[config.mk]
export PLATFORM = sky130hd
export DESIGN_NAME = instr_fetch
export DESIGN_NICKNAME = d
export VERILOG_FILES = /design/src/cpu_pkg.sv /design/src/instr_fetch.sv
export VERILOG_INCLUDE_DIRS = /design/src /design/src/src
export SDC_FILE = /design/constraint.sdc
export NUM_CORES = 2
export LEC_CHECK = 0
export BUFFER_PORTS_ARGS = -buffer_cell sky130_fd_sc_hd__buf_2
export CAP_MARGIN = 10
export CORE_ASPECT_RATIO = 1.1
export CORE_MARGIN = 2
export CORE_UTILIZATION = 30
export CTS_CLUSTER_SIZE = 12
export DETAILED_ROUTE_END_ITERATION = 8
export GPL_ROUTABILITY_DRIVEN = 1
export SLEW_MARGIN = 40
export SYNTH_ARGS = -nofsm -noshare
export SYNTH_HDL_FRONTEND = slang
export SYNTH_SLANG_ARGS = --single-unit
[constraint.sdc]
create_clock -name clk -period 7.1 [get_ports clk]
set_input_delay 1.065 -clock clk [delete_from_list [all_inputs] [get_ports clk]]
set_output_delay 1.065 -clock clk [all_outputs]
set_load 0.02 [all_outputs]
[src/cpu_defs.svh]
// widths, memory depths and host address map for the cpu; included by the package and the RTL
`ifndef CPU_DEFS_SVH
`define CPU_DEFS_SVH

`define CPU_DATA_W     16       // data and instruction word width
`define CPU_NUM_REGS   16       // register file entries

`define IMEM_DEPTH     256      // instruction memory words
`define DMEM_DEPTH     256      // data memory words

`define HOST_ADDR_W    12       // host byte address width

// host map, memory regions are 1 KB each and word index is addr[9:2]
`define HOST_IMEM_BASE 12'h000
`define HOST_DMEM_BASE 12'h400
`define HOST_CTRL_ADDR 12'h800  // bit 0 start or running, bit 1 halted

`endif

[src/cpu_pkg.sv]
// shared types for the cpu datapath, controller and host bus; imported by RTL and testbench
package cpu_pkg;

  `include "cpu_defs.svh"

  typedef logic [`CPU_DATA_W-1:0]           word_t;
  typedef logic [`CPU_DATA_W-1:0]           instr_t;
  typedef logic [$clog2(`CPU_NUM_REGS)-1:0] reg_addr_t;
  typedef logic [$clog2(`DMEM_DEPTH)-1:0]   mem_addr_t;
  typedef logic [`HOST_ADDR_W-1:0]          host_addr_t;
  typedef logic [31:0]                      axil_data_t;  // 32-bit bus, word uses low half

  typedef enum logic [3:0] {
    OP_NOOP  = 4'b0000,
    OP_LOAD  = 4'b0001,
    OP_STORE = 4'b0010,
    OP_ADD   = 4'b0011,
    OP_SUB   = 4'b0100,
    OP_HALT  = 4'b0101,
    OP_AND   = 4'b0110,
    OP_OR    = 4'b0111,
    OP_XOR   = 4'b1000
  } opcode_e;

  typedef enum logic [2:0] {
    ALU_ADD,
    ALU_SUB,
    ALU_AND,
    ALU_OR,
    ALU_XOR
  } alu_op_e;

  typedef enum logic [2:0] {
    IDLE,
    INIT,
    FETCH,
    DECODE,
    EXEC,
    HALT
  } ctrl_state_e;

  typedef enum logic [1:0] {
    OKAY   = 2'b00,
    SLVERR = 2'b10
  } axil_resp_e;

  typedef struct packed {
    logic      we;
    reg_addr_t waddr;
    reg_addr_t raddr_a;
    reg_addr_t raddr_b;
    logic      src_mem;  // 1 writes the memory word, 0 the alu result
  } rf_ctrl_t;

  typedef struct packed {
    logic      en;
    logic      we;
    mem_addr_t addr;
    word_t     wdata;
  } dmem_req_t;

  typedef struct packed {
    logic pc_clr;
    logic pc_inc;
    logic ir_ld;
  } fetch_ctrl_t;

  typedef struct packed {
    logic       awvalid;
    host_addr_t awaddr;
    logic       wvalid;
    axil_data_t wdata;
    logic [3:0] wstrb;  // full words only
    logic       bready;
  } axil_wr_req_t;

  typedef struct packed {
    logic       awready;
    logic       wready;
    logic       bvalid;
    axil_resp_e bresp;
  } axil_wr_rsp_t;

  typedef struct packed {
    logic       arvalid;
    host_addr_t araddr;
    logic       rready;
  } axil_rd_req_t;

  typedef struct packed {
    logic       arready;
    logic       rvalid;
    axil_data_t rdata;
    axil_resp_e rresp;
  } axil_rd_rsp_t;

endpackage

[src/instr_fetch.sv]
// instruction memory loaded by the host, with the program counter and instruction register
`timescale 1ns/1ps
`include "cpu_defs.svh"

module instr_fetch
  import cpu_pkg::*;
(
  input  logic        clk,
  input  logic        reset,
  input  fetch_ctrl_t fetch_ctrl,
  input  logic        host_we,
  input  mem_addr_t   host_addr,
  input  instr_t      host_wdata,
  output instr_t      instr
);

  instr_t    imem [`IMEM_DEPTH];
  mem_addr_t pc;
  instr_t    ir;

  always_ff @(posedge clk)
  begin
    if (host_we)
    begin
      imem[host_addr] <= host_wdata;
    end
  end

  always_ff @(posedge clk)
  begin
    if (reset)
    begin
      pc <= '0;
    end
    else if (fetch_ctrl.pc_clr)
    begin
      pc <= '0;
    end
    else if (fetch_ctrl.pc_inc)
    begin
      pc <= pc + 1'b1;   // wraps after the last word
    end
  end

  always_ff @(posedge clk)
  begin
    if (fetch_ctrl.ir_ld)
    begin
      ir <= imem[pc];   // word at the old pc
    end
  end

  assign instr = ir;

  // host loads only while the cpu is stopped
  assert property (@(posedge clk) disable iff (reset) !(host_we && fetch_ctrl.pc_inc));

endmodule

==> insert_results.sql <==
INSERT INTO impl_metrics (metric_group, metric, value, unit) VALUES
('place', 'detailed_place_hpwl', '269000', 'um'),
('die', 'die_w', '698', 'um'),
('clock_network', 'worst_setup_hold_path_clk_slew', '60', 'ps'),
('power', 'power.leakage', '52.8', 'nW'),
('routing', 'routed-via-count', '78421', ''),
('synthesis', 'synth_simple_gate_area_share', '1.55', '%'),
('power', 'max-vdd-ir-drop', '0.247', 'mV'),
('routing', 'routed_wire_length_per_instance', '30.5', 'um'),
('global_route', 'grt_pass1_wl', '629000', 'um'),
('setup_path', 'critical_path_data_required_time', '7750', 'ps'),
('synthesis', 'synth-async-reset-ratio', '0', '%'),
('cells_and_area', 'final_cell_area', '182000', 'sq um'),
('clock_network', 'h-tree-depth', '5', ''),
('clock_network', 'post_cts_resize_count', '0', ''),
('synthesis', 'synthAdderAreaFrac', '0.00788', '%'),
('cells_and_area', 'fin_cells', '14844', ''),
('place', 'gp_routability_congestion', '0.846', ''),
('sta', 'hold_viol_final', '0', ''),
('synthesis', 'synth_seq_cells', '4120', ''),
('die', 'core_region_area', '528000', 'sq um'),
('flow_run', 'reported_max_cap_violation_count', '0', ''),
('sta', 'fin_worst_skew', '78.4', 'ps'),
('synthesis', 'synth_warnings', '0', ''),
('sta', 'finalSetupViolCount', '0', ''),
('sta', 'fin_worst_hold_slack', '472', 'ps'),
('setup_path', 'setup.worst_path.end_class', 'flip-flop', ''),
('die', 'top_level_ports', '46', ''),
('clock_network', 'hold_buffers', '0', ''),
('routing', 'vias_per_cell', '5.28', ''),
('die', 'die_height', '767', 'um'),
('global_route', 'via_count_of_the_first_global_routing_pass', '78791', ''),
('die', 'floorplan.initialDensity', '30.1', '%'),
('place', 'numPlacedInstances', '14214', ''),
('place', 'pre_cts_ws', '2410', 'ps'),
('min_path', 'hold_path.class', 'in -> reg', ''),
('synthesis', 'syn-cell-area', '159000', 'sq um'),
('clock_network', 'cts-buffers-inserted', '406', ''),
('sta', 'max_clock_freq', '210', 'MHz'),
('global_route', 'grt_antenna_before_repair', '31', ''),
('clock_network', 'clk-insertion-delay-late', '980', 'ps'),
('routing', 'drt-initial-drc-count', '10609', ''),
('setup_path', 'worstSetupPathType', 'reg -> reg', ''),
('sta', 'final.setup.tns', '0', 'ps'),
('synthesis', 'synth_xor_xnor_area_share', '0.0276', '%'),
('sta', 'fin_crit', '4760', 'ps'),
('synthesis', 'synth.lib_cells_used.distinct', '72', ''),
('setup_path', 'setup.worst_path.start_class', 'flip-flop', ''),
('routing', 'antenna_left', '0', ''),
('synthesis', 'avg_cell_area_syn', '22.1', 'sq um'),
('place', 'portBuffers', '45', ''),
('routing', 'routed_wire_length', '453000', 'um'),
('clock_network', 'tritoncts_clock_tree', 'built', ''),
('power', 'p_sw', '9.77', 'mW'),
('synthesis', 'synthesis.instances', '7186', ''),
('power', 'power.total', '47.7', 'mW'),
('synthesis', 'dominant_combinational_cell_family_by_area_after_synthesis', 'multiplexers', ''),
('clock_network', 'clock-root-buffer', 'clkbuf_16', ''),
('status', 'status', 'finished clean', ''),
('clock_network', 'postCtsSetupBuffers', '0', ''),
('die', 'rows', '280', ''),
('synthesis', 'synth_nets', '7217', ''),
('place', 'post_dp_cell_area', '170000', 'sq um'),
('routing', 'detailedRoute.firstPassIterationCount', '5', ''),
('synthesis', 'synth-compound-area-share', '2.80', '%'),
('routing', 'post-route-drc-count', '0', ''),
('global_route', 'grt_max_degree', '169', ''),
('sta', 'timing.max_slew.rel_slack', '33.2', '%'),
('sta', 'finalCritPeriodShare', '67.0', '%'),
('power', 'switching_share', '20.5', '%'),
('global_route', 'groute.usage.overall', '16.4', '%'),
('power', 'power_per_cell_area', '263', 'nW/um^2');
## cells by family after synthesis
group | after synthesis
AND/OR/NAND/NOR | 585
adder cells (fa/ha/maj) | 1
flip-flops | 4120
buffers and inverters | 444
AO/OA/AOI/OAI | 635
multiplexers | 1396
XOR/XNOR | 5
## worst max-delay path, stage by stage (launching register included)
cell,delay (ps)
dfxtp_4,790
buf_12,380
buf_4,450
mux4_2,600
mux2_2,280
a221oi_1,630
o41ai_1,180
buf_4,200
o22ai_1,660
nand4_1,180
## cells in the mapped netlist, drive strengths merged, types with 8 or more instances
master	number	area, sq um
edfxtp	4112	123000
dfxtp	8	160
a221oi	82	724
a21oi	107	536
o211ai	14	105
nand2b	10	62.6
buf	269	1820
nand2	126	473
o21ai	111	556
mux4	930	20900
a31oi	14	87.6
a2111oi	13	114
nor2	325	1220
and2	9	56.3
a22oi	28	210
mux2i	437	4370
mux2	29	327
o2111ai	9	78.8
nor3	20	100
clkbuf	169	634
nand4	13	81.3
a311oi	8	70.1
o221ai	74	648
nor2b	15	93.8
nand3	46	230
a211oi	39	293
a211o	9	78.8
o22ai	70	438
## layer usage
metal | global-route usage, % | part of all wire, % | up-vias
li1 | - | - | 31158
met1 | 21.1 | 38 | 42392
met2 | 27.4 | 49 | 4049
met3 | 2.89 | 8.6 | 812
met4 | 7.34 | 4.9 | 10
met5 | 0 | 0.015 | -
## final timing paths
check                startpoint      endpoint  slack [ps]  cells past startpoint
hold reg to reg           pc[7]         pc[7]         550                      2
hold / removal    host_wdata[3]  imem[131][3]         470                      1
setup reg to reg          pc[0]      instr[2]        2340                      9
setup / recovery          pc[0]      instr[2]        2340                      9
## final cells by class
type	instances	area [sq um]
Antenna cell	17	42.5
Clock buffer	527	10800
Clock inverter	73	536
Fill cell	48515	346000
Inverter	6	30.0
Multi-Input combinational cell	2622	33500
Sequential cell	4120	124000
Tap cell	7050	8820
Timing Repair Buffer	429	4190
## layout by cell type (no fill, tap or decap), types with 11 or more instances in the layout
cell,instances
edfxtp_1,4112
mux4_2,930
mux2i_1,436
clkbuf_16,412
buf_4,313
nor2_1,168
nand2_1,119
clkbuf_1,114
a21oi_1,107
o21ai_0,100
nor2_2,90
a221oi_1,81
o221ai_1,74
o22ai_1,70
nor2_4,67
clkinv_1,43
buf_12,41
a211oi_1,38
nand3_1,32
buf_2,30
mux2_2,29
a22oi_1,28
buf_16,19
nor3_1,18
diode_2,17
buf_8,15
a31oi_1,14
o211ai_1,14
nand4_1,13
nor2b_1,12
nand3_2,12
inv_6,11
## power by group through the flow
| stage | clock (mW) | combinational (mW) | sequential, mW |
|---|---|---|---|
| 5_1_grt | 20.5 | 1.58 | 26.8 |
| 3_5_place_dp | 0 | 1.49 | 27.4 |
| 3_3_place_gp | 0 | 1.43 | 27.4 |
| 4_1_cts | 19.6 | 1.50 | 26.8 |
| 6_report | 19.3 | 1.50 | 26.8 |
| 2_1_floorplan | 0 | 0.711 | 27.3 |
## flip-flops by register name, indices dropped and copies added, names as in the netlist
signal / count
instr: 16
pc: 8
imem: 4096
No activity file was read; power rests on OpenSTA's default activity.
