### src/cpu_defs.svh
// widths, memory depths and host address map for the cpu; included by the package and the RTL
`ifndef CPU_DEFS_SVH
`define CPU_DEFS_SVH

`define CPU_DATA_W     16       // data and instruction word width
`define CPU_NUM_REGS   16       // register file entries

`define IMEM_DEPTH     256      // instruction memory words
`define DMEM_DEPTH     256      // data memory words

`define HOST_ADDR_W    12       // host byte address width

// host map, memory regions are 1 KB each and word index is addr[9:2]
`define HOST_IMEM_BASE 12'h000
`define HOST_DMEM_BASE 12'h400
`define HOST_CTRL_ADDR 12'h800  // bit 0 start or running, bit 1 halted

`endif

### src/cpu_pkg.sv
// shared types for the cpu datapath, controller and host bus; imported by RTL and testbench
package cpu_pkg;

  `include "cpu_defs.svh"

  typedef logic [`CPU_DATA_W-1:0]           word_t;
  typedef logic [`CPU_DATA_W-1:0]           instr_t;
  typedef logic [$clog2(`CPU_NUM_REGS)-1:0] reg_addr_t;
  typedef logic [$clog2(`DMEM_DEPTH)-1:0]   mem_addr_t;
  typedef logic [`HOST_ADDR_W-1:0]          host_addr_t;
  typedef logic [31:0]                      axil_data_t;  // 32-bit bus, word uses low half

  typedef enum logic [3:0] {
    OP_NOOP  = 4'b0000,
    OP_LOAD  = 4'b0001,
    OP_STORE = 4'b0010,
    OP_ADD   = 4'b0011,
    OP_SUB   = 4'b0100,
    OP_HALT  = 4'b0101,
    OP_AND   = 4'b0110,
    OP_OR    = 4'b0111,
    OP_XOR   = 4'b1000
  } opcode_e;

  typedef enum logic [2:0] {
    ALU_ADD,
    ALU_SUB,
    ALU_AND,
    ALU_OR,
    ALU_XOR
  } alu_op_e;

  typedef enum logic [2:0] {
    IDLE,
    INIT,
    FETCH,
    DECODE,
    EXEC,
    HALT
  } ctrl_state_e;

  typedef enum logic [1:0] {
    OKAY   = 2'b00,
    SLVERR = 2'b10
  } axil_resp_e;

  typedef struct packed {
    logic      we;
    reg_addr_t waddr;
    reg_addr_t raddr_a;
    reg_addr_t raddr_b;
    logic      src_mem;  // 1 writes the memory word, 0 the alu result
  } rf_ctrl_t;

  typedef struct packed {
    logic      en;
    logic      we;
    mem_addr_t addr;
    word_t     wdata;
  } dmem_req_t;

  typedef struct packed {
    logic pc_clr;
    logic pc_inc;
    logic ir_ld;
  } fetch_ctrl_t;

  typedef struct packed {
    logic       awvalid;
    host_addr_t awaddr;
    logic       wvalid;
    axil_data_t wdata;
    logic [3:0] wstrb;  // full words only
    logic       bready;
  } axil_wr_req_t;

  typedef struct packed {
    logic       awready;
    logic       wready;
    logic       bvalid;
    axil_resp_e bresp;
  } axil_wr_rsp_t;

  typedef struct packed {
    logic       arvalid;
    host_addr_t araddr;
    logic       rready;
  } axil_rd_req_t;

  typedef struct packed {
    logic       arready;
    logic       rvalid;
    axil_data_t rdata;
    axil_resp_e rresp;
  } axil_rd_rsp_t;

endpackage

### src/controller.sv
// run/halt FSM that decodes the instruction register and steers fetch, register file, alu and memory
`timescale 1ns/1ps

module controller
  import cpu_pkg::*;
(
  input  logic        clk,
  input  logic        reset,
  input  logic        start,
  input  instr_t      instr,
  output fetch_ctrl_t fetch_ctrl,
  output rf_ctrl_t    rf_ctrl,
  output alu_op_e     alu_op,
  output dmem_req_t   dmem_req,
  output logic        running,
  output logic        halted
);

  ctrl_state_e state;
  ctrl_state_e next_state;

  opcode_e   op;
  reg_addr_t rd;
  reg_addr_t ra;
  reg_addr_t rb;
  mem_addr_t maddr;

  // instruction fields
  assign op    = opcode_e'(instr[15:12]);
  assign rd    = instr[3:0];
  assign ra    = instr[11:8];
  assign rb    = instr[7:4];
  assign maddr = instr[11:4];

  assign running = (state == INIT) || (state == FETCH) || (state == DECODE) || (state == EXEC);
  assign halted  = (state == HALT);

  always_ff @(posedge clk)
  begin
    if (reset)
    begin
      state <= IDLE;
    end
    else
    begin
      state <= next_state;
    end
  end

  always_comb
  begin
    next_state = state;
    fetch_ctrl = '0;
    rf_ctrl    = '0;
    alu_op     = ALU_ADD;
    dmem_req   = '0;

    case (state)
      IDLE:
      begin
        if (start)
        begin
          next_state = INIT;
        end
      end

      INIT:
      begin
        fetch_ctrl.pc_clr = 1'b1;
        next_state        = FETCH;
      end

      FETCH:
      begin
        fetch_ctrl.ir_ld  = 1'b1;
        fetch_ctrl.pc_inc = 1'b1;
        next_state        = DECODE;
      end

      DECODE:
      begin
        if (op == OP_HALT)
        begin
          next_state = HALT;
        end
        else
        begin
          next_state = EXEC;
        end
        if (op == OP_LOAD)
        begin
          dmem_req.en   = 1'b1;   // word is ready in EXEC
          dmem_req.addr = maddr;
        end
      end

      EXEC:
      begin
        next_state = FETCH;
        case (op)
          OP_LOAD:
          begin
            rf_ctrl.we      = 1'b1;
            rf_ctrl.waddr   = rd;
            rf_ctrl.src_mem = 1'b1;
          end
          OP_STORE:
          begin
            rf_ctrl.raddr_a = rd;   // store data comes from port a
            dmem_req.en     = 1'b1;
            dmem_req.we     = 1'b1;
            dmem_req.addr   = maddr;
          end
          OP_ADD, OP_SUB, OP_AND, OP_OR, OP_XOR:
          begin
            rf_ctrl.we      = 1'b1;
            rf_ctrl.waddr   = rd;
            rf_ctrl.raddr_a = ra;
            rf_ctrl.raddr_b = rb;
            case (op)
              OP_SUB:  alu_op = ALU_SUB;
              OP_AND:  alu_op = ALU_AND;
              OP_OR:   alu_op = ALU_OR;
              OP_XOR:  alu_op = ALU_XOR;
              default: alu_op = ALU_ADD;
            endcase
          end
          default:
          begin
            // noop and undefined opcodes
          end
        endcase
      end

      HALT:
      begin
        if (start)
        begin
          next_state = INIT;   // rerun from pc 0
        end
      end

      default:
      begin
        next_state = IDLE;
      end
    endcase
  end

  // an instruction writes either a register or memory
  assert property (@(posedge clk) disable iff (reset) !(rf_ctrl.we && dmem_req.we));

  assert property (@(posedge clk) disable iff (reset) !(running && halted));

endmodule

### config.mk
export PLATFORM = sky130hd
export DESIGN_NAME = controller
export DESIGN_NICKNAME = d
export VERILOG_FILES = /design/src/cpu_pkg.sv /design/src/controller.sv
export VERILOG_INCLUDE_DIRS = /design/src /design/src/src
export SDC_FILE = /design/constraint.sdc
export NUM_CORES = 1
export LEC_CHECK = 0
export CORE_MARGIN = 5
export CORE_UTILIZATION = 35
export DETAILED_ROUTE_END_ITERATION = 8
export DONT_BUFFER_PORTS = 1
export GPL_ROUTABILITY_DRIVEN = 0
export SYNTH_ARGS = -nofsm -noshare
export SYNTH_HDL_FRONTEND = slang
export SYNTH_SLANG_ARGS = --single-unit
### constraint.sdc
create_clock -name clk -period 3.9 [get_ports clk]
set_input_delay 0.78 -clock clk [delete_from_list [all_inputs] [get_ports clk]]
set_output_delay 0.78 -clock clk [all_outputs]
set_load 0.05 [all_outputs]
==> summary by stage <==
Job
Across the run, the number of max-cap violations was 0.

Clock network
In this run, post-CTS repair resized a total of 0 instances. The clock transition at the registers of the reported paths is 40 ps. The clock drives 3 sinks. The clock buffer count from CTS is 3.

Post-CTS timing repair inserted 0 buffers for setup. The deepest level of the CTS H-tree is 1. At the later pin of the worst-skew pair, clock insertion delay measures 240 ps. Clock tree synthesis selected as its root buffer the cell clkbuf_4. The clock passes through at most 2 buffers. The number of hold-repair buffers added at the cts stage is 0.

The TritonCTS clock tree is built.

Timing
Dividing the final minimum period by the clock period gives 0.776. The tightest hold margin is 610 ps. Measured against its own limit, the worst slew margin works out to 0.265. The number of endpoints failing setup at the final stage is 0.

The total count of max-transition violations in the final report is 0. The slew at the pin closest to its max-slew limit is 1090 ps. The setup TNS is 0 ps.

The worst path in the final design needs a cycle of 3030 ps, including I/O delays and setup. The highest clock rate is 0.330 GHz. The maximum clock skew at final layout is 6.81 ps. Setup repair after global routing left no endpoint under its margin.

The final hold violation count is 0.

Setup path
The maximum fanout encountered on the critical timing path is 12. The category of the critical setup timing path is reg -> out. The arrival time of the worst setup path is 2250 ps. The endpoint type of the worst setup path is an output pin.

The data required time of the critical path is 3120 ps. In this run the register-to-register setup slack is 2770 ps. The sort of element at the start of the critical path is a flip-flop.

GRT
Summed over all layers, the global routing overflow is 0. The initial antenna violation count is 0. The via count of the first global-routing pass is 775.

The first global-routing pass estimated 3340 um of wire. The maximum number of pins on one net before global-route repair is 20. The overall track demand over capacity in global routing is 0.121.

Outcome
The run finished with clean final reports.

Floorplan
The core region is 2250 um^2. The number of core rows is 17. For this configuration, the core starts out at a cell density of 0.375. The die covers 3500 um^2. The vertical extent of the die is 59.2 um. The width of the chip is 59.2 um.

The number of top-level design ports is 67.

Drt
The number of DRC markers after the initial detailed-route iteration is 19. The count of antenna-violating nets left after detailed routing is 0. For this run, design rule violations remaining after detail routing come to 0. For this run, the detailed router's first-pass iteration total came to 4. The detailed router placed 794 vias in this run. The routed wire length per instance is 14.1 um. In the routed layout, each cell is associated on average with a via count of 5.09. The routed design has 2200 um of wire.

Yosys
The area share of the leading cell type in the synthesized netlist is 0.160. The synthesized instance count is 118. The average size of a mapped cell is 7.17 um^2.

The number of distinct library cells after synthesis is 33. The library cell occupying the most area in the post-synthesis netlist is buf_4. The share of the Yosys chip area taken by registers is 0.0710. During synthesis, Yosys emitted a total of 0 warnings. After synthesis, the cell types taking the most area are buf_4, nor3b_1, dfxtp_1. The register bit count reported by yosys is 3. The post-synthesis instance area is 846 um^2.

Finish
Of the cells placed in the final design, the portion with a size suffix greater than 1 is 0.305. The utilization of the core after routing is 0.421. The register with the most flip-flops in the layout has 3 of them. The finished cells cover 948 um^2. The net count of the finished layout is 148. The register ranked first by flip-flop count is state. The antenna diode count is 0.

The largest registers in the layout are state: 3 flops. The area growth from synthesis to final layout is 12.1%.

Power
The sum of internal, switching and leakage power is 0.000219 W. The maximum vdd drop is 0.122 mV. The cell leakage power is 0.335 nW.

In this run the power density over the cells is 231 nW/um^2.

Min path
The class of the worst hold path is in -> reg.

Place
The wire-length estimate of the detail-placed layout is 1840 um. After detailed placement, the total cell area comes to 922 um^2. The count of buffers added on input and output ports is 0.
-- cell usage in the layout (no fill, tap or decap), types with 2 or more instances in the layout --
cell type  instances
nor2b_1            3
and2b_1            3
a31oi_1            5
clkbuf_4           3
nand2b_1           2
nor2_1             8
buf_4             16
nand3b_1           5
conb_1            16
o21ai_0            4
nor3_1             6
and2_1             6
nand2_1           13
nor3b_1            6
nor3_2             2
dfxtp_1            3
a21oi_1            2
nor3b_2            9
-- worst max-delay path, stage by stage, from the launching register on --
cell and delay [ps]:
dfxtp_1 440, nor3b_4 570, a32oi_4 220, nor3b_2 770
-- cells in the mapped netlist --
| cell type | count |
|---|---|
| nor3b_1 | 15 |
| nand2b_1 | 2 |
| a31oi_1 | 5 |
| buf_2 | 4 |
| o21ai_0 | 4 |
| o21ba_2 | 1 |
| o21bai_1 | 1 |
| and2b_4 | 1 |
| xnor2_1 | 1 |
| buf_6 | 2 |
| o21a_1 | 1 |
| nor3b_4 | 1 |
| buf_4 | 18 |
| nand2b_2 | 1 |
| nor4b_2 | 1 |
| and2_1 | 6 |
| nor2_1 | 8 |
| or2_2 | 1 |
| nand2_1 | 13 |
| nor3_2 | 2 |
| clkbuf_2 | 1 |
| a211oi_1 | 1 |
| and2b_1 | 3 |
| nor3_1 | 6 |
| a32oi_4 | 1 |
| dfxtp_1 | 3 |
| conb_1 | 1 |
| a21oi_1 | 2 |
| inv_1 | 1 |
| and3_1 | 1 |
| nor4b_4 | 1 |
| nor2b_1 | 4 |
| nand3b_1 | 5 |
-- metrics by stage --
stage,setup slack (ps),std cells
after floorplan,617,133
after global placement,1080,152
after detailed placement,1040,152
after CTS,854,156
after global routing,737,156
final,874,156
-- metal layers --
| metal | vias up | share of wire | track usage |
|---|---|---|---|
| met5 | - | 0 | 0 |
| met4 | 0 | 0.010 | 0.0518 |
| met3 | 2 | 0.10 | 0.0414 |
| met2 | 45 | 0.49 | 0.210 |
| met1 | 356 | 0.40 | 0.133 |
| li1 | 391 | - | - |
-- cell families (layout without fill, tap and decap cells) --
group	after synthesis	count (layout)	synth area share
DFF	3	3	0.0710
AOI/OAI and AO/OA	16	16	0.144
and+or+nand+nor	71	71	0.550
xor gates and xnor gates	1	1	0.0104
buffers and inverters	26	21	0.220
other	1	16	0.00443
-- cell type report --
type	count	area, um^2
flip-flops and latches	3	60.1
well taps	28	35.0
multi-input cells	104	703
clock buffers	4	26.3
inverters	1	3.75
repair buffers	16	120
fillers	242	1310
-- power by group --
part / switching (W) / internal [W]
Combinational: 0.0000898 / 0.0000274
Sequential: 0.0000101 / 0.0000343
Clock: 0.0000186 / 0.0000385
Total: 0.000118 / 0.000100
-- worst paths after layout --
path         startpoint      endpoint  depth (start not counted)
max            state[0]  dmem_req[17]                          3
min               reset      state[1]                          1
min reg2reg    state[2]      state[1]                          2
max reg2reg    state[1]      state[2]                          3
Power figures use the tool's default switching activity.
