[src/cpu_defs.svh]
// widths, memory depths and host address map for the cpu; included by the package and the RTL
`ifndef CPU_DEFS_SVH
`define CPU_DEFS_SVH

`define CPU_DATA_W     16       // data and instruction word width
`define CPU_NUM_REGS   16       // register file entries

`define IMEM_DEPTH     256      // instruction memory words
`define DMEM_DEPTH     256      // data memory words

`define HOST_ADDR_W    12       // host byte address width

// host map, memory regions are 1 KB each and word index is addr[9:2]
`define HOST_IMEM_BASE 12'h000
`define HOST_DMEM_BASE 12'h400
`define HOST_CTRL_ADDR 12'h800  // bit 0 start or running, bit 1 halted

`endif

[src/cpu_pkg.sv]
// shared types for the cpu datapath, controller and host bus; imported by RTL and testbench
package cpu_pkg;

  `include "cpu_defs.svh"

  typedef logic [`CPU_DATA_W-1:0]           word_t;
  typedef logic [`CPU_DATA_W-1:0]           instr_t;
  typedef logic [$clog2(`CPU_NUM_REGS)-1:0] reg_addr_t;
  typedef logic [$clog2(`DMEM_DEPTH)-1:0]   mem_addr_t;
  typedef logic [`HOST_ADDR_W-1:0]          host_addr_t;
  typedef logic [31:0]                      axil_data_t;  // 32-bit bus, word uses low half

  typedef enum logic [3:0] {
    OP_NOOP  = 4'b0000,
    OP_LOAD  = 4'b0001,
    OP_STORE = 4'b0010,
    OP_ADD   = 4'b0011,
    OP_SUB   = 4'b0100,
    OP_HALT  = 4'b0101,
    OP_AND   = 4'b0110,
    OP_OR    = 4'b0111,
    OP_XOR   = 4'b1000
  } opcode_e;

  typedef enum logic [2:0] {
    ALU_ADD,
    ALU_SUB,
    ALU_AND,
    ALU_OR,
    ALU_XOR
  } alu_op_e;

  typedef enum logic [2:0] {
    IDLE,
    INIT,
    FETCH,
    DECODE,
    EXEC,
    HALT
  } ctrl_state_e;

  typedef enum logic [1:0] {
    OKAY   = 2'b00,
    SLVERR = 2'b10
  } axil_resp_e;

  typedef struct packed {
    logic      we;
    reg_addr_t waddr;
    reg_addr_t raddr_a;
    reg_addr_t raddr_b;
    logic      src_mem;  // 1 writes the memory word, 0 the alu result
  } rf_ctrl_t;

  typedef struct packed {
    logic      en;
    logic      we;
    mem_addr_t addr;
    word_t     wdata;
  } dmem_req_t;

  typedef struct packed {
    logic pc_clr;
    logic pc_inc;
    logic ir_ld;
  } fetch_ctrl_t;

  typedef struct packed {
    logic       awvalid;
    host_addr_t awaddr;
    logic       wvalid;
    axil_data_t wdata;
    logic [3:0] wstrb;  // full words only
    logic       bready;
  } axil_wr_req_t;

  typedef struct packed {
    logic       awready;
    logic       wready;
    logic       bvalid;
    axil_resp_e bresp;
  } axil_wr_rsp_t;

  typedef struct packed {
    logic       arvalid;
    host_addr_t araddr;
    logic       rready;
  } axil_rd_req_t;

  typedef struct packed {
    logic       arready;
    logic       rvalid;
    axil_data_t rdata;
    axil_resp_e rresp;
  } axil_rd_rsp_t;

endpackage

[src/host_axil_port.sv]
// AXI4-Lite slave giving the host access to both memories and the run control register
`timescale 1ns/1ps
`include "cpu_defs.svh"

module host_axil_port
  import cpu_pkg::*;
(
  input  logic         clk,
  input  logic         reset,
  input  axil_wr_req_t wr_req,
  input  axil_rd_req_t rd_req,
  input  logic         running,
  input  logic         halted,
  input  word_t        dmem_rdata,
  output axil_wr_rsp_t wr_rsp,
  output axil_rd_rsp_t rd_rsp,
  output logic         start,
  output logic         imem_we,
  output mem_addr_t    imem_addr,
  output instr_t       imem_wdata,
  output dmem_req_t    dmem_req
);

  typedef enum logic {W_IDLE, W_RESP} wr_state_e;
  typedef enum logic [1:0] {R_IDLE, R_ISSUE, R_RESP} rd_state_e;

  wr_state_e  wr_state;
  rd_state_e  rd_state;
  axil_resp_e bresp_q;
  axil_resp_e rresp_q;
  axil_data_t rdata_q;
  host_addr_t raddr_q;
  logic       rd_from_mem;

  logic wr_accept;
  logic wr_imem;
  logic wr_dmem;
  logic wr_ctrl;
  logic wr_err;
  logic wr_dmem_go;
  logic rd_dmem;
  logic rd_ctrl;
  logic rd_issue;

  // write address decode
  assign wr_imem = {wr_req.awaddr[11:10], 10'b0} == `HOST_IMEM_BASE;
  assign wr_dmem = {wr_req.awaddr[11:10], 10'b0} == `HOST_DMEM_BASE;
  assign wr_ctrl = wr_req.awaddr == `HOST_CTRL_ADDR;
  assign wr_err  = ((wr_imem || wr_dmem) && running) || !(wr_imem || wr_dmem || wr_ctrl);

  // held off while a read owns the memory port
  assign wr_accept = (wr_state == W_IDLE) && wr_req.awvalid && wr_req.wvalid &&
                     (rd_state != R_ISSUE);

  assign imem_we    = wr_accept && wr_imem && !running;
  assign imem_addr  = wr_req.awaddr[9:2];
  assign imem_wdata = wr_req.wdata[`CPU_DATA_W-1:0];
  assign start      = wr_accept && wr_ctrl && wr_req.wdata[0] && !running;
  assign wr_dmem_go = wr_accept && wr_dmem && !running;

  always_ff @(posedge clk)
  begin
    if (reset)
    begin
      wr_state <= W_IDLE;
    end
    else if (wr_accept)
    begin
      wr_state <= W_RESP;
    end
    else if ((wr_state == W_RESP) && wr_req.bready)
    begin
      wr_state <= W_IDLE;
    end
  end

  always_ff @(posedge clk)
  begin
    if (wr_accept)
    begin
      bresp_q <= wr_err ? SLVERR : OKAY;
    end
  end

  assign wr_rsp.awready = wr_accept;
  assign wr_rsp.wready  = wr_accept;
  assign wr_rsp.bvalid  = (wr_state == W_RESP);
  assign wr_rsp.bresp   = bresp_q;

  // read decode uses the captured address, imem has no read path
  assign rd_dmem  = {raddr_q[11:10], 10'b0} == `HOST_DMEM_BASE;
  assign rd_ctrl  = raddr_q == `HOST_CTRL_ADDR;
  assign rd_issue = (rd_state == R_ISSUE) && rd_dmem && !running;

  always_ff @(posedge clk)
  begin
    if (reset)
    begin
      rd_state <= R_IDLE;
    end
    else
    begin
      case (rd_state)
        R_IDLE:  if (rd_req.arvalid) rd_state <= R_ISSUE;
        R_ISSUE: rd_state <= R_RESP;
        R_RESP:  if (rd_req.rready) rd_state <= R_IDLE;
        default: rd_state <= R_IDLE;
      endcase
    end
  end

  always_ff @(posedge clk)
  begin
    if ((rd_state == R_IDLE) && rd_req.arvalid)
    begin
      raddr_q <= rd_req.araddr;
    end
    if (rd_state == R_ISSUE)
    begin
      rd_from_mem <= rd_issue;
      rresp_q     <= (rd_issue || rd_ctrl) ? OKAY : SLVERR;
      rdata_q     <= rd_ctrl ? {30'b0, halted, running} : '0;   // status snapshot
    end
  end

  assign rd_rsp.arready = (rd_state == R_IDLE);
  assign rd_rsp.rvalid  = (rd_state == R_RESP);
  assign rd_rsp.rdata   = rd_from_mem ? {16'b0, dmem_rdata} : rdata_q;
  assign rd_rsp.rresp   = rresp_q;

  // one host memory access per cycle
  assign dmem_req.en    = rd_issue || wr_dmem_go;
  assign dmem_req.we    = wr_dmem_go;
  assign dmem_req.addr  = wr_dmem_go ? wr_req.awaddr[9:2] : raddr_q[9:2];
  assign dmem_req.wdata = wr_req.wdata[`CPU_DATA_W-1:0];

  assert property (@(posedge clk) disable iff (reset)
    wr_rsp.bvalid && !wr_req.bready |=> wr_rsp.bvalid && $stable(wr_rsp.bresp));

endmodule

[config.mk]
export PLATFORM = sky130hd
export DESIGN_NAME = host_axil_port
export DESIGN_NICKNAME = d
export VERILOG_FILES = /design/src/cpu_pkg.sv /design/src/host_axil_port.sv
export VERILOG_INCLUDE_DIRS = /design/src /design/src/src
export SDC_FILE = /design/constraint.sdc
export NUM_CORES = 1
export LEC_CHECK = 0
export BUFFER_PORTS_ARGS = -buffer_cell sky130_fd_sc_hd__buf_2
export CAP_MARGIN = 40
export CORE_MARGIN = 2
export CORE_UTILIZATION = 35
export CTS_CLUSTER_SIZE = 12
export DETAILED_ROUTE_END_ITERATION = 10
export GPL_TIMING_DRIVEN = 1
export PLACE_DENSITY = 0.89
export RECOVER_POWER = 50
export SETUP_SLACK_MARGIN = 0.15
export SLEW_MARGIN = 40
export SYNTH_ARGS = -nofsm -noshare
export SYNTH_HDL_FRONTEND = slang
export SYNTH_SLANG_ARGS = --single-unit
export TNS_END_PERCENT = 50
[constraint.sdc]
create_clock -name clk -period 2.6 [get_ports clk]
set_input_delay 0.13 -clock clk [delete_from_list [all_inputs] [get_ports clk]]
set_output_delay 0.13 -clock clk [all_outputs]
set_load 0.005 [all_outputs]
==> flow_summary.ini <==
[timing]
final.setup_skew_ps = 1.955
maxSlewViolCount = 0
min_period_over_period_pct = 80.04
max_freq_mhz = 480.5
hold_ws_ps = 40.67
worst_slew_pin_slew_ps = 646.5
maxSlewHeadroom_pct = 56.58
fin_crit_ps = 2081
setup-violations-final = 0
rsz0062_at_grt = false
final_hold_viol_count = 0
setup_slack_ps = 518.9
tns_ps = 0

[worst_setup_path]
crit_path_start_kind = register
max_stage_delay_ps = 570
cp_data_required_time_ps = 2470
worst-path-max-fanout = 10
reg2reg_setup_slack_ps = 1290
cp_cell_sequence = nand2b_2 -> inv_2 -> nor4_4 -> mux2_2 -> buf_2
worst-setup-path-type = reg -> out
worst_path_max_delay_cell = nor4_4
arrival_ps = 1950
crit_path_end_kind = output pin

[grt]
busiest_layer = met2
grt_use_met1_pct = 11.51
grt_pass1_vias = 983
grt_max_degree = 17
use_met3_pct = 3.896
grt_overflow = 0
use_met2_pct = 28.37
grt_pass1_wl_um = 4616
grtUsageTotal_pct = 13.92
antenna_found_initial = 0

[flow_run]
cap_violations = 0

[finish]
drive_gt1_share_pct = 52.31
finalInstanceArea_mm2 = 0.001648
multiInputGateArea_um2 = 461.7
syn_to_final_growth_pct = 12.85
postLayoutCoreUtil_pct = 41.19
diodes = 0
layout.nets = 281
ff_latch_area_um2 = 570.5
stdcell_count = 245
fillers = 385

[die]
rows = 23
start_util_pct = 36.50
ios = 178
die_area_mm2 = 0.004705
die_h_um = 68.59
design.core.area_mm2 = 0.004000
die_width_um = 68.59

[yosys]
synth_area_leader_cell = edfxtp_1
syn_area_mm2 = 0.001460
synth_seq_cells = 20
netlist_top_cells_area = edfxtp_1 35%, buf_4 32%, mux2_2 7.7%
yosysWarnings = 0
avgSynthCellArea_um2 = 10.21
synth_top_cell_area_share_pct = 34.96
yosysSeqAreaShare_pct = 39.07
yosys.cell_types.count = 20
synthesis.instances = 143

[clocking]
cts_sinks = 20
cts_root_buf = clkbuf_8
worstSkewPairLatency_ps = 260
cts_made_buffers = 3
ctsResizeCount = 0
cts_max_path_buffers = 2
cts.clk_slew.worst_paths_ps = 80
holdBufCountCts = 0
htreeDepth = 1
post_cts_buffers = 0
cts_tree = yes

[drt]
wl_um = 3288
ant_nets = 0
drt_iter0_markers = 5
vias_per_cell = 4.269
routedWlPerCell_um = 13.42
drt_pre_antenna_iters = 3
drc = 0
via_count = 1046

[placement]
port-buffer-count = 94
placed_area_mm2 = 0.001588
post-place-ws_ps = 776.6
place_inst = 241
gp_congestion = 0.8055

[power_and_ir_drop]
power_leakage_nw = 0.8065
power_density_mw_per_mm2 = 493.4
total_power_mw = 0.8131
ir_drop_uv = 357.7

[min_path]
worst_hold_path_type = in -> reg

[status]
status = completed
## where the power goes
group	total (mW)	switching (mW)	internal [mW]	leakage (nW)
Sequential	0.379	0.0102	0.369	0.184
Clock	0.312	0.106	0.205	0.0357
Combinational	0.122	0.0582	0.0641	0.587
## logic make-up (layout without fill, tap and decap cells)
kind of cell	count (synthesis)	after routing	share of synthesized area, %
mux	10	10	7.712
other cells	1	18	0.2568
buf+inv	69	104	33.68
simple gates	40	40	18.08
flops	20	20	39.07
compound gates	3	3	1.200
## cells in the final DEF (no fill, tap or decap), drive strengths merged
| master | instances |
|---|---|
| mux2 | 10 |
| inv | 6 |
| nor2 | 4 |
| buf | 85 |
| dfxtp | 3 |
| clkbuf | 12 |
| a21oi | 2 |
| nor4 | 7 |
| bufinv | 1 |
| and2 | 16 |
| nor2b | 2 |
| nand4b | 2 |
| o21a | 1 |
| nand3 | 3 |
| edfxtp | 17 |
| conb | 18 |
| nor4b | 2 |
| nand2b | 4 |
## per-layer routing
| metal | vias to the layer above | wire length (µm) |
|---|---|---|
| met3 | 8 | 455 |
| li1 | 501 | - |
| met2 | 105 | 1797 |
| met4 | 0 | 76 |
| met5 | - | 0 |
| met1 | 432 | 959 |
## critical path, delay by kind of cell (launching register included)
kind | cells | cell delay [ps]
buffers and inverters | 2 | 210
DFF | 1 | 350
muxes | 1 | 410
and+or+nand+nor | 2 | 720
## area by class of cell
cell class	count	share of cell area, %
inverters	6	1.367
repair buffers	94	27.87
flip-flops and latches	20	34.62
multi-input cells	71	28.02
well taps	50	3.797
clock inverters	1	1.822
clock buffers	3	2.506
## registers in the layout, summed over array words and instances (netlist names)
register / flops
rdata_q: 2
rresp_q: 1
bresp_q: 1
wr_state: 1
rd_state: 2
rd_from_mem: 1
raddr_q: 12
## worst paths after layout
path,startpoint,to,cells after the start
min reg2reg,wr_state,wr_state,2
min,rd_req[10],raddr_q[9],1
max reg2reg,raddr_q[5],rresp_q[1],3
max,rd_state[1],dmem_req[18],5
## synthesized netlist by cell type
master / n
dfxtp_1: 3
nor2_1: 4
nor4_1: 6
conb_1: 1
inv_2: 1
nand3_1: 3
nand2b_2: 1
nand2b_1: 3
o21a_1: 1
inv_1: 5
a21oi_1: 2
edfxtp_1: 17
nand4b_1: 2
and2_1: 16
clkbuf_1: 1
nor2b_1: 2
nor4b_1: 2
nor4_4: 1
mux2_2: 10
buf_4: 62
(Power assumes the default switching activity.)
