<file path="src/cpu_defs.svh">
// widths, memory depths and host address map for the cpu; included by the package and the RTL
`ifndef CPU_DEFS_SVH
`define CPU_DEFS_SVH

`define CPU_DATA_W     16       // data and instruction word width
`define CPU_NUM_REGS   16       // register file entries

`define IMEM_DEPTH     256      // instruction memory words
`define DMEM_DEPTH     256      // data memory words

`define HOST_ADDR_W    12       // host byte address width

// host map, memory regions are 1 KB each and word index is addr[9:2]
`define HOST_IMEM_BASE 12'h000
`define HOST_DMEM_BASE 12'h400
`define HOST_CTRL_ADDR 12'h800  // bit 0 start or running, bit 1 halted

`endif

</file>
<file path="src/cpu_pkg.sv">
// shared types for the cpu datapath, controller and host bus; imported by RTL and testbench
package cpu_pkg;

  `include "cpu_defs.svh"

  typedef logic [`CPU_DATA_W-1:0]           word_t;
  typedef logic [`CPU_DATA_W-1:0]           instr_t;
  typedef logic [$clog2(`CPU_NUM_REGS)-1:0] reg_addr_t;
  typedef logic [$clog2(`DMEM_DEPTH)-1:0]   mem_addr_t;
  typedef logic [`HOST_ADDR_W-1:0]          host_addr_t;
  typedef logic [31:0]                      axil_data_t;  // 32-bit bus, word uses low half

  typedef enum logic [3:0] {
    OP_NOOP  = 4'b0000,
    OP_LOAD  = 4'b0001,
    OP_STORE = 4'b0010,
    OP_ADD   = 4'b0011,
    OP_SUB   = 4'b0100,
    OP_HALT  = 4'b0101,
    OP_AND   = 4'b0110,
    OP_OR    = 4'b0111,
    OP_XOR   = 4'b1000
  } opcode_e;

  typedef enum logic [2:0] {
    ALU_ADD,
    ALU_SUB,
    ALU_AND,
    ALU_OR,
    ALU_XOR
  } alu_op_e;

  typedef enum logic [2:0] {
    IDLE,
    INIT,
    FETCH,
    DECODE,
    EXEC,
    HALT
  } ctrl_state_e;

  typedef enum logic [1:0] {
    OKAY   = 2'b00,
    SLVERR = 2'b10
  } axil_resp_e;

  typedef struct packed {
    logic      we;
    reg_addr_t waddr;
    reg_addr_t raddr_a;
    reg_addr_t raddr_b;
    logic      src_mem;  // 1 writes the memory word, 0 the alu result
  } rf_ctrl_t;

  typedef struct packed {
    logic      en;
    logic      we;
    mem_addr_t addr;
    word_t     wdata;
  } dmem_req_t;

  typedef struct packed {
    logic pc_clr;
    logic pc_inc;
    logic ir_ld;
  } fetch_ctrl_t;

  typedef struct packed {
    logic       awvalid;
    host_addr_t awaddr;
    logic       wvalid;
    axil_data_t wdata;
    logic [3:0] wstrb;  // full words only
    logic       bready;
  } axil_wr_req_t;

  typedef struct packed {
    logic       awready;
    logic       wready;
    logic       bvalid;
    axil_resp_e bresp;
  } axil_wr_rsp_t;

  typedef struct packed {
    logic       arvalid;
    host_addr_t araddr;
    logic       rready;
  } axil_rd_req_t;

  typedef struct packed {
    logic       arready;
    logic       rvalid;
    axil_data_t rdata;
    axil_resp_e rresp;
  } axil_rd_rsp_t;

endpackage

</file>
<file path="src/alu.sv">
// combinational alu for the five register-to-register operations
`timescale 1ns/1ps

module alu
  import cpu_pkg::*;
(
  input  alu_op_e op,
  input  word_t   a,
  input  word_t   b,
  output word_t   result
);

  always_comb
  begin
    case (op)
      ALU_ADD: result = a + b;   // wraps, no carry out
      ALU_SUB: result = a - b;
      ALU_AND: result = a & b;
      ALU_OR:  result = a | b;
      ALU_XOR: result = a ^ b;
      default: result = '0;
    endcase
  end

endmodule

</file>
<file path="config.mk">
export PLATFORM = sky130hd
export DESIGN_NAME = alu
export DESIGN_NICKNAME = d
export VERILOG_FILES = /design/src/cpu_pkg.sv /design/src/alu.sv
export VERILOG_INCLUDE_DIRS = /design/src /design/src/src
export SDC_FILE = /design/constraint.sdc
export NUM_CORES = 1
export LEC_CHECK = 0
export BUFFER_PORTS_ARGS = -buffer_cell sky130_fd_sc_hd__buf_2
export CORE_MARGIN = 2
export CORE_UTILIZATION = 62
export DETAILED_ROUTE_END_ITERATION = 10
export PLACE_DENSITY = 0.95
export SLEW_MARGIN = 20
export SYNTH_ARGS = -nofsm -noshare
export SYNTH_HDL_FRONTEND = slang
export SYNTH_SLANG_ARGS = --single-unit
</file>
<file path="constraint.sdc">
create_clock -name vclk -period 7.6
set_input_delay 0.38 -clock vclk [all_inputs]
set_output_delay 0.38 -clock vclk [all_outputs]
set_load 0.02 [all_outputs]
</file>
==> reports/qor.txt, run 1 <==
Area contributors post-synth: ha_1 (30%), xnor2_1 (7.9%), inv_1 (6.6%), nor2_1 (6.2%), a21oi_1 (5.5%)
Starting Density: 65.3%
Residual DRC: 0
cell taking the most area after synthesis: ha_1
register area: 0 µm²
Final period util: 50.8%
kind of critical path: input pin to output pin
Slew @ Worst Pin: 629 ps
Critical Path RT: 7220 ps
Final nets: 418
worst min path class: input pin to output pin
core area: 3050 µm²
Pwr Total: 192 µW
Yosys top cell area share: 30.1%
placed wire-length estimate: 4340 µm
vias in the first global route: 1,919
post-CTS sizing: 0
Max-Cap Viols: 0
Max Clock Freq: 0.259 GHz
Pleak: 0.00120 µW
VDD IR max: 48.6 µV
pin count of the biggest net entering global routing: 27
Slew Viols, Final: 0
CP Launch Type: input pin
via/cell ratio: 5.90
Die X: 60.7 µm
Crit Path Max Fanout: 17
CP Capture Type: output pin
GR Overflow Total: 0
Syn Area/Cell: 6.83 µm²
Setup TNS: 0 ps
post-synthesis sequential area ratio: 0%
final hold violation count: 0
clock buffer count: 0
Seq Cell Count: 0
initial antenna violation count: 0
Post-synth top cells: ha_1 (48), inv_1 (35), nor2_1 (33)
vias: 2,219
unrepaired setup endpoints after global routing: false
Syn Inst Count: 292
Layout area overhead: 13.4%
# setup viols final: 0
most frequent cell after synthesis: ha_1
gr usage total: 28.8%
Mapped Area: 1990 µm²
fill count: 269
row cnt: 20
IO buf count: 51
syn_nets: 376
Layout Cells excl Fill: 376
Cell Pwr Density: 85.1 nW/µm²
status: finished clean
wire length of the first global-routing pass: 8310 µm
Util after Layout: 74.1%
share of layout cells above drive strength 1: 16.6%
Antenna Cells: 0
area of the multi-input gates: 1820 µm²
min Tclk post-route: 3860 ps
post-route ant nets: 0
Crit path arrival time: 3480 ps
die area: 3690 µm²
Routed WL per cell: 14.1 µm
RePlAce Congestion: 0.982
Post-CTS Hold Fix Bufs: 0
chip height: 60.7 µm
Placed Cells: 376
DRT Wirelength: 5290 µm
Rel. slew slack: 58.0%
Syn. warnings: 0
iteration-0 DRC count of the detailed router: 105
number of library cell types mapped by synthesis: 43
postcts setup bufs: 0
Min Hold Slack: 1260 ps
drt pass-1 iters: 4
boundary pin count: 51
[power by group]
group	switching [µW]	internal [µW]
combinational	115	77.0
sequential	0	0
clock	0	0
total	115	77.0
[kinds of logic (layout without fill, tap and decap cells)]
family	Yosys count	after routing	share of synthesized area (%)
buffers and inverters	46	86	8.72
and+or+nand+nor	82	82	19.4
AOI/OAI and AO/OA	87	87	28.3
muxes	2	2	1.00
xor gates and xnor gates	26	26	11.4
adders and majority gates	49	49	31.1
[layout by cell type (no fill, tap or decap), types with 7 or more instances in the layout]
cell type / n
nand3_1: 7
a211oi_1: 9
nand2_1: 16
o21ai_0: 21
xnor2_1: 18
inv_1: 35
xor2_1: 8
a21o_1: 7
ha_1: 48
buf_2: 51
nor2_1: 33
a21oi_1: 22
[metrics by stage]
stage / setup slack [ps] / instance area, µm²
floorplan: 4150 / 1990
global placement: 3840 / 2260
detailed placement: 3780 / 2260
CTS: 3780 / 2260
global route: 3520 / 2260
finish: 3740 / 2260
[layer usage]
metal  vias to the layer above  GRT usage (%)  routed length [µm]
met5                         -              0                   0
met4                         0           6.83                  74
met3                         8           1.49                 352
met2                        92           49.3                2380
met1                      1006           39.8                2480
li1                       1113              -                   -
[path summary, 6_finish.rpt]
kind,depth (start not counted),from,slack [ps],end
min,3,op[1],1260,result[1]
max,13,op[2],3740,result[14]
[layout make-up]
cell class                      instances  area share [%]
Inverter                               35            5.81
Timing Repair Buffer                   51            11.3
Multi-Input combinational cell        246            80.5
Tap cell                               44            2.43
[critical path, cell delays in order]
cell       delay [ps]
buf_2             200
nor2_1            340
nand2_1           270
nand2_1           130
o21ai_0           140
fa_1              430
and2b_1           250
o2111ai_2         140
and3_1            200
o31a_1            340
or3_1             400
nand3_1            90
buf_2             160
(Power assumes the default switching activity.)
==> inputs of run 2 (changes only) <==
- CORE_UTILIZATION: 62 -> 57
- clock period: 7.6 -> 3.9 ns (I/O delays scaled with it)
==> run 2 against run 1 <==
  * Total power is 97% higher
  * Cell area is 0.44% higher
  * Count of clock-buffer cells in the layout stayed put
  * Die area is 8.2% higher
  * Sequential share of layout area stayed put
  * Combinational power is 97% higher
==> reports/qor.txt, run 2 (synthesized netlist as in run 1, its figures left out) <==
most common cell after layout, fill and taps aside: buf_2
final hold violation count: 0
Max-Cap Viols: 0
Min Hold Slack: 908 ps
Seq Cell Count: 0
boundary pin count: 51
placed wire-length estimate: 4490 µm
Rel. slew slack: 57.0%
register area: 0 µm²
status: finished clean
drt pass-1 iters: 5
Starting Density: 59.8%
Critical Path RT: 3700 ps
postcts setup bufs: 0
die area: 3990 µm²
kind of critical path: input pin to output pin
CP Launch Type: input pin
vias: 2,288
DRT Wirelength: 5660 µm
Setup TNS: 0 ps
Antenna Cells: 0
Max Clock Freq: 0.283 GHz
fill count: 305
gr usage total: 28.3%
Post-CTS Hold Fix Bufs: 0
CP Capture Type: output pin
share of layout cells above drive strength 1: 16.8%
via/cell ratio: 6.04
dpl cell area: 2270 µm²
Pleak: 0.00120 µW
# setup viols final: 0
area of the multi-input gates: 1820 µm²
Placed Cells: 379
vias in the first global route: 2,137
wire length of the first global-routing pass: 9430 µm
Slew @ Worst Pin: 645 ps
Slew Viols, Final: 0
post-route ant nets: 0
iteration-0 DRC count of the detailed router: 164
unrepaired setup endpoints after global routing: false
Cell Pwr Density: 167 nW/µm²
Die X: 63.2 µm
Layout area overhead: 13.9%
GR Overflow Total: 0
Crit path arrival time: 3340 ps
core area: 3340 µm²
min Tclk post-route: 3530 ps
clock buffer count: 0
commonest cells after routing, fill and taps aside: buf_2 (51), ha_1 (48), inv_1 (35), nor2_1 (33), a21oi_1 (22)
chip height: 63.2 µm
Routed WL per cell: 14.9 µm
Residual DRC: 0
Crit Path Max Fanout: 17
Pwr Total: 380 µW
RePlAce Congestion: 1.00
IO buf count: 51
post-CTS sizing: 0
VDD IR max: 94.4 µV
Final period util: 90.6%
pin count of the biggest net entering global routing: 26
final instance area: 2270 µm²
initial antenna violation count: 0
Layout Cells excl Fill: 379
worst min path class: input pin to output pin
Final nets: 419
row cnt: 21
run 2: path summary, 6_finish.rpt:
check | end | cells after the start | start
min | result[1] | 3 | op[1]
max | result[14] | 13 | op[2]
run 2: cell type report:
class                      count  share of cell area (%)
timing repair buffer          52                    11.6
multi-input combinational    246                    80.1
tap                           46                    2.53
inverter                      35                    5.78
run 2: worst max-delay path: stages:
cell and delay, ps:
buf_2 200, nor2_1 330, nand2_1 270, nand2_1 120, o21ai_0 140, fa_1 450, and2b_1 260, o2111ai_2 140
and3_1 200, o31a_1 360, or3_1 400, nand3_1 100, buf_2 170
run 2: power breakdown:
part	switching [µW]	internal [µW]
sequential	0	0
clock	0	0
combinational	228	151
total	228	151
run 2: metal layers:
metal / GRT usage (%) / vias up / share of wire (%)
met1: 36.8 / 1063 / 43
met4: 9.17 / 0 / 1.2
met3: 1.07 / 7 / 7.3
li1: - / 1111 / -
met5: 0 / - / 0
met2: 50.0 / 107 / 48
run 2: metrics by stage:
| stage | util (%) | worst slack [ps] |
|---|---|---|
| 2_1_floorplan | - | 823 |
| 4_1_cts | 68.1 | 439 |
| 3_5_place_dp | 68.1 | 444 |
| 3_3_place_gp | 68.1 | 471 |
| 5_1_grt | 68.1 | 169 |
| 6_report | 68.1 | 368 |
==> inputs of run 3 (changes only) <==
- clock period: 3.9 -> 4 ns (I/O delays scaled with it)
==> run 3 against run 2 <==
  * Via count down 0.92%
  * Non-clock buffer count unchanged
  * First-iteration DRC count up 4.9%
  * Utilization unchanged
  * Global-route usage up 0.21 points
==> reports/qor.txt, run 3 (synthesized netlist as in run 1, its figures left out) <==
register area: 0 µm²
Final nets: 419
IO buf count: 51
VDD IR max: 87.4 µV
commonest cells after routing, fill and taps aside: buf_2 (51), ha_1 (48), inv_1 (35), nor2_1 (33), a21oi_1 (22)
GR Overflow Total: 0
Slew @ Worst Pin: 643 ps
share of layout cells above drive strength 1: 16.8%
placed wire-length estimate: 4540 µm
CP Capture Type: output pin
Layout Cells excl Fill: 379
Placed Cells: 379
unrepaired setup endpoints after global routing: false
Rel. slew slack: 57.1%
Die X: 63.2 µm
Max-Cap Viols: 0
Antenna Cells: 0
delay-heaviest family, CP: simple AND/OR/NAND/NOR gates
Post-CTS Hold Fix Bufs: 0
Setup TNS: 0 ps
crit path cell chain: buf_2 -> nor2_1 -> nand2_1 -> nand2_1 -> o21ai_0 -> fa_1 -> and2b_1 -> o2111ai_2 -> and3_1 -> o31a_1 -> or3_1 -> nand3_1 -> buf_2
pin count of the biggest net entering global routing: 18
RePlAce Congestion: 1.05
most common cell after layout, fill and taps aside: buf_2
fill count: 325
kind of critical path: input pin to output pin
Pleak: 0.00120 µW
Cell Pwr Density: 163 nW/µm²
worst min path class: input pin to output pin
chip height: 63.2 µm
# setup viols final: 0
drt pass-1 iters: 4
Routed WL per cell: 14.9 µm
iteration-0 DRC count of the detailed router: 172
postcts setup bufs: 0
clock buffer count: 0
Critical Path RT: 3800 ps
vias: 2,267
min Tclk post-route: 3570 ps
Seq Cell Count: 0
wire length of the first global-routing pass: 9430 µm
CP max stage delay: 440 ps
final hold violation count: 0
Starting Density: 59.8%
Slew Viols, Final: 0
Layout area overhead: 13.9%
core area: 3340 µm²
boundary pin count: 51
Residual DRC: 0
initial antenna violation count: 0
die area: 3990 µm²
CP Launch Type: input pin
post-route ant nets: 0
Final period util: 89.3%
vias in the first global route: 2,095
Worst path slowest cell: fa_1
row cnt: 21
DRT Wirelength: 5650 µm
gr usage total: 28.5%
post-CTS sizing: 0
via/cell ratio: 5.98
status: finished clean
Crit path arrival time: 3370 ps
Max Clock Freq: 0.280 GHz
Crit Path Max Fanout: 17
crit path buf inv count: 2
[run 3: cell counts in the layout (fill, tap and decap cells not counted)]
No cell type changed its count.
[run 3: power by group]
part / internal [µW] / total (µW) / switching [µW]
sequential: 0 / 0 / 0
clock: 0 / 0 / 0
combinational: 147 / 371 / 224
total: 147 / 371 / 224
[run 3: tightest hold or removal path, cell delays in order]
cell and delay (ps):
buf_2 230, o22ai_1 110, buf_2 150
[run 3: routing by layer]
metal | track usage [%] | vias up | share of wire (%)
met5 | 0 | - | 0
met4 | 8.61 | 0 | 2.7
met3 | 2.86 | 18 | 8.9
met2 | 49.9 | 122 | 48
met1 | 36.7 | 1006 | 41
li1 | - | 1121 | -
[run 3: area by class of cell]
type               instances  area [µm²]  share of cell area [%]
inverters                 35         131                    5.78
multi-input cells        246        1820                    80.1
well taps                 46        57.6                    2.53
repair buffers            52         263                    11.6
[run 3: worst paths after layout]
path	from	endpoint	slack, ps	cells past startpoint
max	op[2]	result[14]	430	13
min	op[1]	result[1]	890	3
[run 3: per-stage QoR]
stage | utilization, % | area, µm² | power (µW) | hold WS (ps) | worst slack [ps]
final | 68.1 | 2270 | 371 | 892 | 428
after CTS | 68.1 | 2270 | 365 | 885 | 503
after global routing | 68.1 | 2270 | 411 | 916 | 300
after global placement | 68.1 | 2270 | 350 | 874 | 629
after floorplan | - | 1990 | 260 | 700 | 913
after detailed placement | 68.1 | 2270 | 362 | 885 | 509
